[config.mk]
export PLATFORM = sky130hd
export DESIGN_NAME = frontend_top
export DESIGN_NICKNAME = d
export VERILOG_FILES = /design/src/frontend_pkg.sv /design/src/core_bridge.sv /design/src/frontend_top.sv /design/src/ioctl_sink.sv /design/src/pause_ctrl.sv
export SDC_FILE = /design/constraint.sdc
export NUM_CORES = 1
export LEC_CHECK = 0
export CAP_MARGIN = 10
export CORE_MARGIN = 2
export CORE_UTILIZATION = 30
export DETAILED_ROUTE_END_ITERATION = 10
export DONT_BUFFER_PORTS = 1
export SYNTH_ARGS = -nofsm -noshare
export SYNTH_HDL_FRONTEND = slang
export SYNTH_SLANG_ARGS = --single-unit
[constraint.sdc]
create_clock -name clk_sys -period 4.56 [get_ports clk_sys]
set_clock_uncertainty 0.1 [all_clocks]
set_input_delay 0 -clock clk_sys [delete_from_list [all_inputs] [get_ports clk_sys]]
set_output_delay 0 -clock clk_sys [all_outputs]
set_load 0.02 [all_outputs]
[src/frontend_pkg.sv]
// Arcade front end shared types
package frontend_pkg;

	// ========================================
	// Host download channel
	// ========================================

	// One byte of the download stream, as seen on a single clock
	typedef struct packed {
		logic        wr;
		logic [7:0]  index;
		logic [24:0] addr;
		logic [7:0]  dout;
	} ioctl_beat_t;

	// Index carrying the DIP switch bytes
	localparam logic [7:0] DIP_INDEX_DEF = 8'd254;

	// ========================================
	// Player inputs
	// ========================================

	// Joystick word, bit 0 at the bottom of the list
	typedef struct packed {
		logic [5:0] spare;
		logic       pause;
		logic       coin;
		logic       start2p;
		logic       start1p;
		logic       fast_fire;
		logic       fire;
		logic       up;
		logic       down;
		logic       left;
		logic       right;
	} joy_t;

	// Core control bus, all active low, coin at the top
	typedef struct packed {
		logic coin;
		logic start2p;
		logic start1p;
		logic shoot2;
		logic shoot;
		logic up;
		logic down;
		logic left;
		logic right;
	} core_ctrl_t;

	// ========================================
	// DIP switch byte 1
	// ========================================

	// Field layout of switch bank 1, cabinet in the MSB
	typedef struct packed {
		logic       cabinet;
		logic [1:0] difficulty;
		logic [1:0] bonus;
		logic [2:0] fighters;
	} dip1_fields_t;

	// Written as a byte by the download decoder, read by field in the bridge
	typedef union packed {
		logic [7:0]   raw;
		dip1_fields_t f;
	} dip1_u;

	// ========================================
	// Pause and video
	// ========================================

	// Menu options for the pause system
	typedef struct packed {
		logic pause_on_osd;
		logic dim_en;
	} pause_opts_t;

	// Cycles of pause before dimming, about 10 s at 20 MHz
	localparam int unsigned DIM_CYCLES_DEF = 200_000_000;

	// 3-3-2 pixel from the core
	typedef struct packed {
		logic [2:0] r;
		logic [2:0] g;
		logic [1:0] b;
	} rgb332_t;

endpackage

[src/core_bridge.sv]
// Core-facing output register stage
`timescale 1ns/100ps

module core_bridge (
	input  logic                     clk_sys,
	input  logic                     rst_n,
	// Player inputs
	input  frontend_pkg::joy_t       joy,
	// Switch bank entries from the download decoder
	input  frontend_pkg::dip1_u      dip_bank1,
	input  logic [7:0]               dip_bank2,
	input  logic                     rom_wr,
	// Dim level from the pause block
	input  logic                     dim,
	// Core pixel, 3-3-2
	input  frontend_pkg::rgb332_t    rgb_in,
	// Active-low controls to the core
	output frontend_pkg::core_ctrl_t controls,
	output logic [7:0]               dip1,
	output logic [7:0]               dip2,
	output logic                     rom_wr_core,
	output frontend_pkg::rgb332_t    rgb_out
);

	// ========================================
	// Next-state values
	// ========================================

	frontend_pkg::core_ctrl_t ctrl_next;
	frontend_pkg::dip1_u      dip1_next;
	frontend_pkg::rgb332_t    rgb_next;

	always_comb begin
		// Core wants pressed = 0
		ctrl_next.coin    = ~joy.coin;
		ctrl_next.start2p = ~joy.start2p;
		ctrl_next.start1p = ~joy.start1p;
		// Fast fire drives the second shoot line
		ctrl_next.shoot2  = ~joy.fast_fire;
		ctrl_next.shoot   = ~joy.fire;
		ctrl_next.up      = ~joy.up;
		ctrl_next.down    = ~joy.down;
		ctrl_next.left    = ~joy.left;
		ctrl_next.right   = ~joy.right;

		// Table mode is not supported, force upright
		dip1_next           = dip_bank1;
		dip1_next.f.cabinet = 1'b0;

		// Half brightness per channel when dimmed
		if (dim) begin
			rgb_next.r = rgb_in.r >> 1;
			rgb_next.g = rgb_in.g >> 1;
			rgb_next.b = rgb_in.b >> 1;
		end else begin
			rgb_next = rgb_in;
		end
	end

	// ========================================
	// Output registers
	// ========================================

	always_ff @(posedge clk_sys or negedge rst_n) begin
		if (!rst_n) begin
			// All controls released
			controls    <= '1;
			dip1        <= 8'd0;
			dip2        <= 8'd0;
			rom_wr_core <= 1'b0;
			rgb_out     <= '0;
		end else begin
			controls    <= ctrl_next;
			dip1        <= dip1_next.raw;
			dip2        <= dip_bank2;
			rom_wr_core <= rom_wr;
			rgb_out     <= rgb_next;
		end
	end

endmodule

[src/frontend_top.sv]
// Arcade host front end top level
`timescale 1ns/100ps

module frontend_top #(
	// Download index of the DIP bytes
	parameter logic [7:0]  DIP_INDEX  = frontend_pkg::DIP_INDEX_DEF,
	// Paused cycles before dimming
	parameter int unsigned DIM_CYCLES = frontend_pkg::DIM_CYCLES_DEF
) (
	input  logic                      clk_sys,
	input  logic                      rst_n,
	// Host side
	input  frontend_pkg::ioctl_beat_t beat,
	input  frontend_pkg::joy_t        joy,
	input  logic                      osd_status,
	input  logic                      hs_pause_req,
	input  frontend_pkg::pause_opts_t pause_opts,
	// Pixel from the core
	input  frontend_pkg::rgb332_t     rgb_in,
	// Core side
	output frontend_pkg::core_ctrl_t  controls,
	output logic [7:0]                dip1,
	output logic [7:0]                dip2,
	output logic                      rom_wr_core,
	output logic                      pause_cpu,
	output frontend_pkg::rgb332_t     rgb_out
);

	// ========================================
	// Internal links
	// ========================================

	frontend_pkg::dip1_u dip_bank1;
	logic [7:0]          dip_bank2;
	logic                rom_wr;
	logic                dim;

	// Download stream into switch bank and ROM strobe
	ioctl_sink #(
		.DIP_INDEX(DIP_INDEX)
	) ioctl_sink_inst (
		.clk_sys  (clk_sys),
		.rst_n    (rst_n),
		.beat     (beat),
		.dip_bank1(dip_bank1),
		.dip_bank2(dip_bank2),
		.rom_wr   (rom_wr)
	);

	// Pause sources and dimming, button comes from the joystick word
	pause_ctrl #(
		.DIM_CYCLES(DIM_CYCLES)
	) pause_ctrl_inst (
		.clk_sys     (clk_sys),
		.rst_n       (rst_n),
		.pause_btn   (joy.pause),
		.osd_status  (osd_status),
		.hs_pause_req(hs_pause_req),
		.opts        (pause_opts),
		.pause_cpu   (pause_cpu),
		.dim         (dim)
	);

	// Final register stage towards the game
	core_bridge core_bridge_inst (
		.clk_sys    (clk_sys),
		.rst_n      (rst_n),
		.joy        (joy),
		.dip_bank1  (dip_bank1),
		.dip_bank2  (dip_bank2),
		.rom_wr     (rom_wr),
		.dim        (dim),
		.rgb_in     (rgb_in),
		.controls   (controls),
		.dip1       (dip1),
		.dip2       (dip2),
		.rom_wr_core(rom_wr_core),
		.rgb_out    (rgb_out)
	);

endmodule

[src/ioctl_sink.sv]
// Download stream decoder
`timescale 1ns/100ps

module ioctl_sink #(
	// Download index that carries the DIP switch bytes
	parameter logic [7:0] DIP_INDEX = frontend_pkg::DIP_INDEX_DEF
) (
	input  logic                      clk_sys,
	input  logic                      rst_n,
	// One download beat per clock
	input  frontend_pkg::ioctl_beat_t beat,
	// Switch bank entries used by the core
	output frontend_pkg::dip1_u       dip_bank1,
	output logic [7:0]                dip_bank2,
	// Single-cycle ROM write strobe
	output logic                      rom_wr
);

	// ========================================
	// Beat decode
	// ========================================

	// Switch bytes only live in the first eight addresses
	logic dip_hit;
	// ROM image is always sent with index zero
	logic rom_hit;

	assign dip_hit = beat.wr && (beat.index == DIP_INDEX) && (beat.addr[24:3] == '0);
	assign rom_hit = beat.wr && (beat.index == 8'd0);

	// ========================================
	// Switch bank
	// ========================================

	// Eight bytes as the menu sends them
	// Only entries 1 and 2 drive the core, the rest are just held
	logic [7:0] bank [8];

	always_ff @(posedge clk_sys or negedge rst_n) begin
		if (!rst_n) begin
			// Bank reads as all switches off until the menu sends it
			for (int i = 0; i < 8; i++) begin
				bank[i] <= 8'd0;
			end
		end else if (dip_hit) begin
			bank[beat.addr[2:0]] <= beat.dout;
		end
	end

	// Raw byte view, the bridge picks the fields apart
	assign dip_bank1.raw = bank[1];
	assign dip_bank2     = bank[2];

	// ========================================
	// ROM write strobe
	// ========================================

	// One pulse per ROM byte, lands the cycle after the beat
	always_ff @(posedge clk_sys or negedge rst_n) begin
		if (!rst_n) begin
			rom_wr <= 1'b0;
		end else begin
			rom_wr <= rom_hit;
		end
	end

endmodule

[src/pause_ctrl.sv]
// Pause and dim control
`timescale 1ns/100ps

module pause_ctrl #(
	// Paused cycles before the picture dims, at least 1
	parameter int unsigned DIM_CYCLES = frontend_pkg::DIM_CYCLES_DEF
) (
	input  logic                      clk_sys,
	input  logic                      rst_n,
	// Joystick pause button, level
	input  logic                      pause_btn,
	// OSD menu open
	input  logic                      osd_status,
	// Pause request from the high-score engine
	input  logic                      hs_pause_req,
	input  frontend_pkg::pause_opts_t opts,
	// Halt to the core
	output logic                      pause_cpu,
	// Picture dimming level
	output logic                      dim
);

	// Counter wide enough to hold DIM_CYCLES itself
	localparam int unsigned CNT_W = $clog2(DIM_CYCLES + 1);
	localparam logic [CNT_W-1:0] CNT_MAX  = CNT_W'(DIM_CYCLES);
	localparam logic [CNT_W-1:0] CNT_LAST = CNT_W'(DIM_CYCLES - 1);

	// ========================================
	// User toggle
	// ========================================

	logic btn_q;
	logic btn_rise;
	logic toggle;
	// Toggle value including this cycle's press
	logic toggle_next;

	assign btn_rise    = pause_btn && !btn_q;
	assign toggle_next = toggle ^ btn_rise;

	always_ff @(posedge clk_sys or negedge rst_n) begin
		if (!rst_n) begin
			btn_q  <= 1'b0;
			toggle <= 1'b0;
		end else begin
			btn_q  <= pause_btn;
			toggle <= toggle_next;
		end
	end

	// ========================================
	// Pause merge
	// ========================================

	// Any source halts the core, menu only when enabled
	// Press is seen on the same edge as the other sources
	always_ff @(posedge clk_sys or negedge rst_n) begin
		if (!rst_n) begin
			pause_cpu <= 1'b0;
		end else begin
			pause_cpu <= toggle_next || hs_pause_req ||
				(osd_status && opts.pause_on_osd);
		end
	end

	// ========================================
	// Dim timer
	// ========================================

	logic             dim_run;
	logic [CNT_W-1:0] dim_cnt;

	// Counts only while paused and the option is on
	assign dim_run = pause_cpu && opts.dim_en;

	always_ff @(posedge clk_sys or negedge rst_n) begin
		if (!rst_n) begin
			dim_cnt <= '0;
			dim     <= 1'b0;
		end else if (dim_run) begin
			// Saturate at the limit, dim holds from there
			if (dim_cnt != CNT_MAX) begin
				dim_cnt <= dim_cnt + 1'b1;
			end
			// Set on the edge where the count reaches the limit
			if (dim_cnt >= CNT_LAST) begin
				dim <= 1'b1;
			end
		end else begin
			// Any break restarts the wait
			dim_cnt <= '0;
			dim     <= 1'b0;
		end
	end

endmodule

Word-level counts from Yosys, hierarchy flattened
Index checks and enable logic that the tools add are counted.
{ "classes": {"add_sub_neg": 1, "magnitude_cmp": 3, "n_eq_ne": 4, "mux": 8, "bitwise_logic": 11, "n_reduce_logical": 12} }
{ "ops": {"columns": ["op", "count"], "rows": [
  ["$bwmux W64", 1],
  ["$mux W28", 2],
  ["$add A28 B1 Y28 const B", 1],
  ["$ge A28 B28 Y1 const B", 1],
  ["$ne A28 B28 Y1 const B", 1],
  ["$demux W8 S3", 1],
  ["$logic_not A22 Y1", 1],
  ["$mux W8", 2],
  ["$not A1 Y1", 9],
  ["$eq A8 B8 Y1 const B", 1],
  ["$logic_not A8 Y1", 1],
  ["$logic_and A1 B1 Y1", 7],
  ["$ge A4 B4 Y1 const B", 1],
  ["$lt A4 B1 Y1 const B", 1],
  ["$ne A2 B2 Y1 const B", 2],
  ["$not A3 Y4", 1],
  ["$logic_or A1 B1 Y1", 2],
  ["$mux W1", 2],
  ["$logic_not A1 Y1", 1],
  ["$xor A1 B1 Y1", 1]
]} }
{ "totals": {"reg_bits": 130, "inputBits": 72, "out_inout_bits": 35, "elab_cells": 68} }

Depth between registers and ports, before layout
{ "depth": {"word_depth": 6, "ltp_mapped": 7, "ltp_nobuf": 7} }

Cells and area by module
Synthesis repeated with hierarchy kept, for this count alone.
{ "unflattened": {"hier_cells": 292, "area_unflattened_um2": 3518.4} }
{ "modules_own_cells": {"columns": ["mod", "instances", "cells_per_inst", "area_per_inst_um2", "seq_area_each_um2"], "rows": [
  ["pause_ctrl", 1, 189, 1746.7, 800.8],
  ["core_bridge", 1, 53, 994.7, 837.1],
  ["ioctl_sink", 1, 50, 777.0, 425.4]
]} }

Least setup slack after synthesis
Ideal clock, no wire load.
{ "synth_timing": {"path_kind": "register to register", "from": "register pause_ctrl_inst.dim_cnt[3]", "to": "register pause_ctrl_inst.dim_cnt[20]", "setup_ps": 78, "t_arrival_ps": 1610, "required_time_ps": 4382, "setup_slack_ps": 2772, "stages_incl_launch_ff": 6, "path_buffers": 0, "synth_period_minus_slack_ps": 1788, "path_cell_list": "dfrtp_1 -> nand4_4 -> nor4_4 -> nand4_1 -> or3_1 -> a21oi_1"} }
{ "synth_via": {"elab_chain_len": 3, "word_cells_on_any_way": 5, "classes_between": "add/sub: 1; eq/ne: 2; mux: 2"} }
{ "synth_lines": {"columns": ["element", "line_no", "text"], "rows": [
  ["start: declaration", "pause_ctrl.sv:71", "logic [CNT_W-1:0] dim_cnt;"],
  ["start signal: assignment", "pause_ctrl.sv:83", "dim_cnt <= dim_cnt + 1'b1;"],
  ["$add A28 B1 Y28", "pause_ctrl.sv:83", null],
  ["$mux W28", "pause_ctrl.sv:82", "if (dim_cnt != CNT_MAX) begin"],
  ["$mux W28", "pause_ctrl.sv:80", "end else if (dim_run) begin"]
]} }
Parallel ways exist; a longest one is shown, timed or not. The select of a mux whose other input is x is not followed.
A chain may end at the register's enable or synchronous reset.

Final worst setup path
{ "layout_timing": {"from": "register pause_ctrl_inst.dim_cnt[12]", "to": "register pause_ctrl_inst.dim_cnt[22]"} }
Same word-level chain as after synthesis.

==> results.md <==
- Clock tree root driver cell: clkbuf_8
- Max cap viols: 0
- Initial antenna violation count: 0
- Routed vias/inst: around 4.7
- Final setup fails: 0
- Number of H-tree levels: 3
- Ant. Diodes: 0
- Num rows: 38
- Tmin final: roughly 2.2 ns
- Die Height: around 110 um
- Commonest non-fill, non-tap cell in the layout: dfrtp_1
- Share of cells above drive strength 1: around 17%
- Leakage: approximately 0.0017 uW
- Crit-path slowest cell: nor3_1
- Top FF cell, synth: dfrtp_1
- Placed Cells: roughly 400
- Synthesized area: ~3300 sq um
- Detail Route Antenna Nets: 0
- Final Max Slew Viols: 0
- CTS sink cnt: about 80
- Top area cells in the synthesized netlist: dfrtp_1 55%, dfstp_2 7.3%, mux2_2 6.9%
- Fillers: around 1000
- Sequential area share after synthesis: between 60 and 70%
- Drt total wl: between 6 and 7 mm
- Fmax: between 400 and 500 MHz
- Main combinational cell family by area after synthesis: simple AND/OR/NAND/NOR gates
- Worst slew pin tran: between 0.9 and 1 ns
- Most frequent cells in the layout: 72 x dfrtp_1, 32 x dlygate4sd3_1, 28 x nor2_1, 20 x mux2_2
- Synthesized instance count: between 200 and 300
- EDFF count, synth: 0
- Worst-path clk slew: about 0.080 ns
- XOR/XNOR Fraction of Synth Area: under 10%
- Synth Warn #: 0
- Total grt overflow: 0
- Post-synthesis mux area share: 7.22%
- Core ar.: roughly 11000 sq um
- Synth top area share: 55.3%
- Fin cells: around 450
- Netlist cell types: 34
- Slowest stage delay, CP: around 0.7 ns
- Synth async-reset ratio: 100%
- Average size of a mapped cell: about 12 sq um
- Cell taking the most area after synthesis: dfrtp_1
- Synth Register Bits: a little over 80
- Hold Crit Class: primary input to async pin
- Synth Area in Simple Gates: a little under a fifth
- Maximum vdd drop: 0.000172 V
- Critical Path Start Type: flop
- RSZ-0062 raised after global routing: false
- Drt pass-1 iters: 4
- Rel. slew slack: roughly a third
- Synth Area in Adders: less than 1%
- RePlAce Congestion: just under 0.8
- Die Width: about 110 um
- Clk Latency, worst-skew pair: around 0.35 ns
- Vias: 2085
- Final nets: between 300 and 400
- Critical Path End Type: flop
- Largest net degree at the start of global routing: 82
- Outcome: complete, no violations
- I/O pin count: about 110
- Critical path data arrival time: 2.32 ns
- Total CTS buffers: 9
- Post-CTS sizing: 0
- First-pass GRT wire length: between 10 and 15 mm
- Vias in the first global route: 2212
- Compound-Gate Fraction of Synth Area: ~2.3%
- Pwr/cell area: about 340 nW/um^2
- DR WL/cell: around 14 um
- GRT Total Usage: a little under an eighth
- Worst path required time: 4.72 ns
- DPL Wire Length: 4.13 mm
- Final Hold Violating Endpoints: 0
- Clock buffer depth: 2
- # DRC: 0
- CP Max Fanout: 7
- Crit path kind: flop to flop
- CTS tree: yes
- Die area: around 12000 sq um
- Post-CTS setup buffers: 0
- CP Cell Sequence: nand4_1 -> nor3_1 -> nand3_1 -> or3_1 -> a21oi_1
- Setup TNS Final: 0 ns
- Initial core utilization: between 30% and 40%
- Mapped Nets: 340
- DR iter-0 viols: between 100 and 150
- Area delta synth->final: 20.5%
- Port Buffers: 0
- Final worst-path cycle share: 47.3%
[sequential cells by signal, indices dropped and copies added, names as in the netlist]
register                      cells
pause_ctrl_inst.btn_q             1
core_bridge_inst.rgb_out          8
pause_ctrl_inst.dim_cnt          28
pause_ctrl_inst.pause_cpu         1
core_bridge_inst.rom_wr_core      1
core_bridge_inst.dip1             7
pause_ctrl_inst.toggle            1
ioctl_sink_inst.dip_bank2         8
pause_ctrl_inst.dim               1
ioctl_sink_inst.rom_wr            1
ioctl_sink_inst.dip_bank1         7
core_bridge_inst.controls         9
core_bridge_inst.dip2             8
[path summary, 6_finish.rpt]
path                                              from                            to  slack (ns)  cells after the start
max                        pause_ctrl_inst.dim_cnt[12]   pause_ctrl_inst.dim_cnt[22]        2.40                      5
min                                              rst_n  ioctl_sink_inst.dip_bank2[4]        0.09                      2
max reg2reg                pause_ctrl_inst.dim_cnt[12]   pause_ctrl_inst.dim_cnt[22]        2.40                      5
min reg2reg                     ioctl_sink_inst.rom_wr  core_bridge_inst.rom_wr_core        0.26                      0
max in group asynchronous                        rst_n  core_bridge_inst.controls[0]        3.91                      2
min in group clk_sys                           beat[8]  ioctl_sink_inst.dip_bank1[6]        0.10                      2
[metal layers]
layer  GRT usage [%]  share of wire, %  vias to the layer above  routed length (um)
li1                -                 -                      986                   -
met1            14.2                42                     1015                2660
met2            18.9                48                       78                3040
met3            5.06               8.0                        6                 506
met4            4.12               1.2                        0                  74
met5               0                 0                        -                   0
[metrics by stage]
stage | worst slack [ns] | utilization [%] | cell area, sq um | total power [uW] | hold slack (ns)
after floorplan | 2.77 | - | 3260 | 816 | -0.396
after global placement | 2.51 | 31.8 | 3400 | 824 | -0.394
after detailed placement | 2.42 | 31.8 | 3400 | 828 | -0.394
after CTS | 2.40 | 36.7 | 3930 | 1350 | 0.0879
after global routing | 2.19 | 36.7 | 3930 | 1400 | 0.0891
final | 2.40 | 36.7 | 3930 | 1330 | 0.0862
[power breakdown]
part	leakage, uW	switching [uW]	internal [uW]
clock	0.0000878	273	202
sequential	0.00107	24.4	741
combinational	0.000576	46.2	40.8
total	0.00174	343	984
[repair_timing]
| action | in CTS | in global routing |
|---|---|---|
| hold endpoints to repair | 117 | 0 |
| hold buffers | 33 | 0 |
| endpoints found under the setup margin | 0 | 0 |
[synthesized netlist by cell type (2+ instances only)]
cell      number
nand2_1       15
or3_1          4
and3_1         4
ha_1           2
nor4_1         8
buf_2          2
nand4_1        9
nand2b_1       2
o21ai_0        5
nor4_4         2
clkbuf_1       4
nor3_1         4
or3b_2         2
and3b_1        2
mux2_2        20
inv_1         11
dfrtp_1       72
xor2_1        15
nor2_1        28
nand3_1       11
a21oi_1        8
dfstp_2        9
xnor2_1        8
nor2b_1        7
nor4b_1        3
[kinds of logic (layout without fill, tap and decap cells)]
group	Yosys count	count (layout)
AND/OR/NAND/NOR	106	106
flip-flops	81	81
XOR/XNOR	23	23
multiplexers	21	21
buffers and inverters	18	60
AO/OA/AOI/OAI	14	14
adder cells (fa/ha/maj)	2	2
other	1	1
[critical path, delay by kind of cell (launching register included)]
family          cells  cell delay [ns]
simple gates        4             1.38
compound gates      1             0.14
flops               1             0.45
[area by class of cell]
class | instances | area (sq um) | share of cell area [%]
clock buffer | 9 | 124 | 3.15
tap | 140 | 175 | 4.46
sequential | 81 | 2040 | 51.9
clock inverter | 7 | 55.1 | 1.40
inverter | 11 | 41.3 | 1.05
multi-input combinational | 167 | 1150 | 29.2
timing repair buffer | 33 | 348 | 8.85
Note: power is estimated with default switching activity, not from simulation.
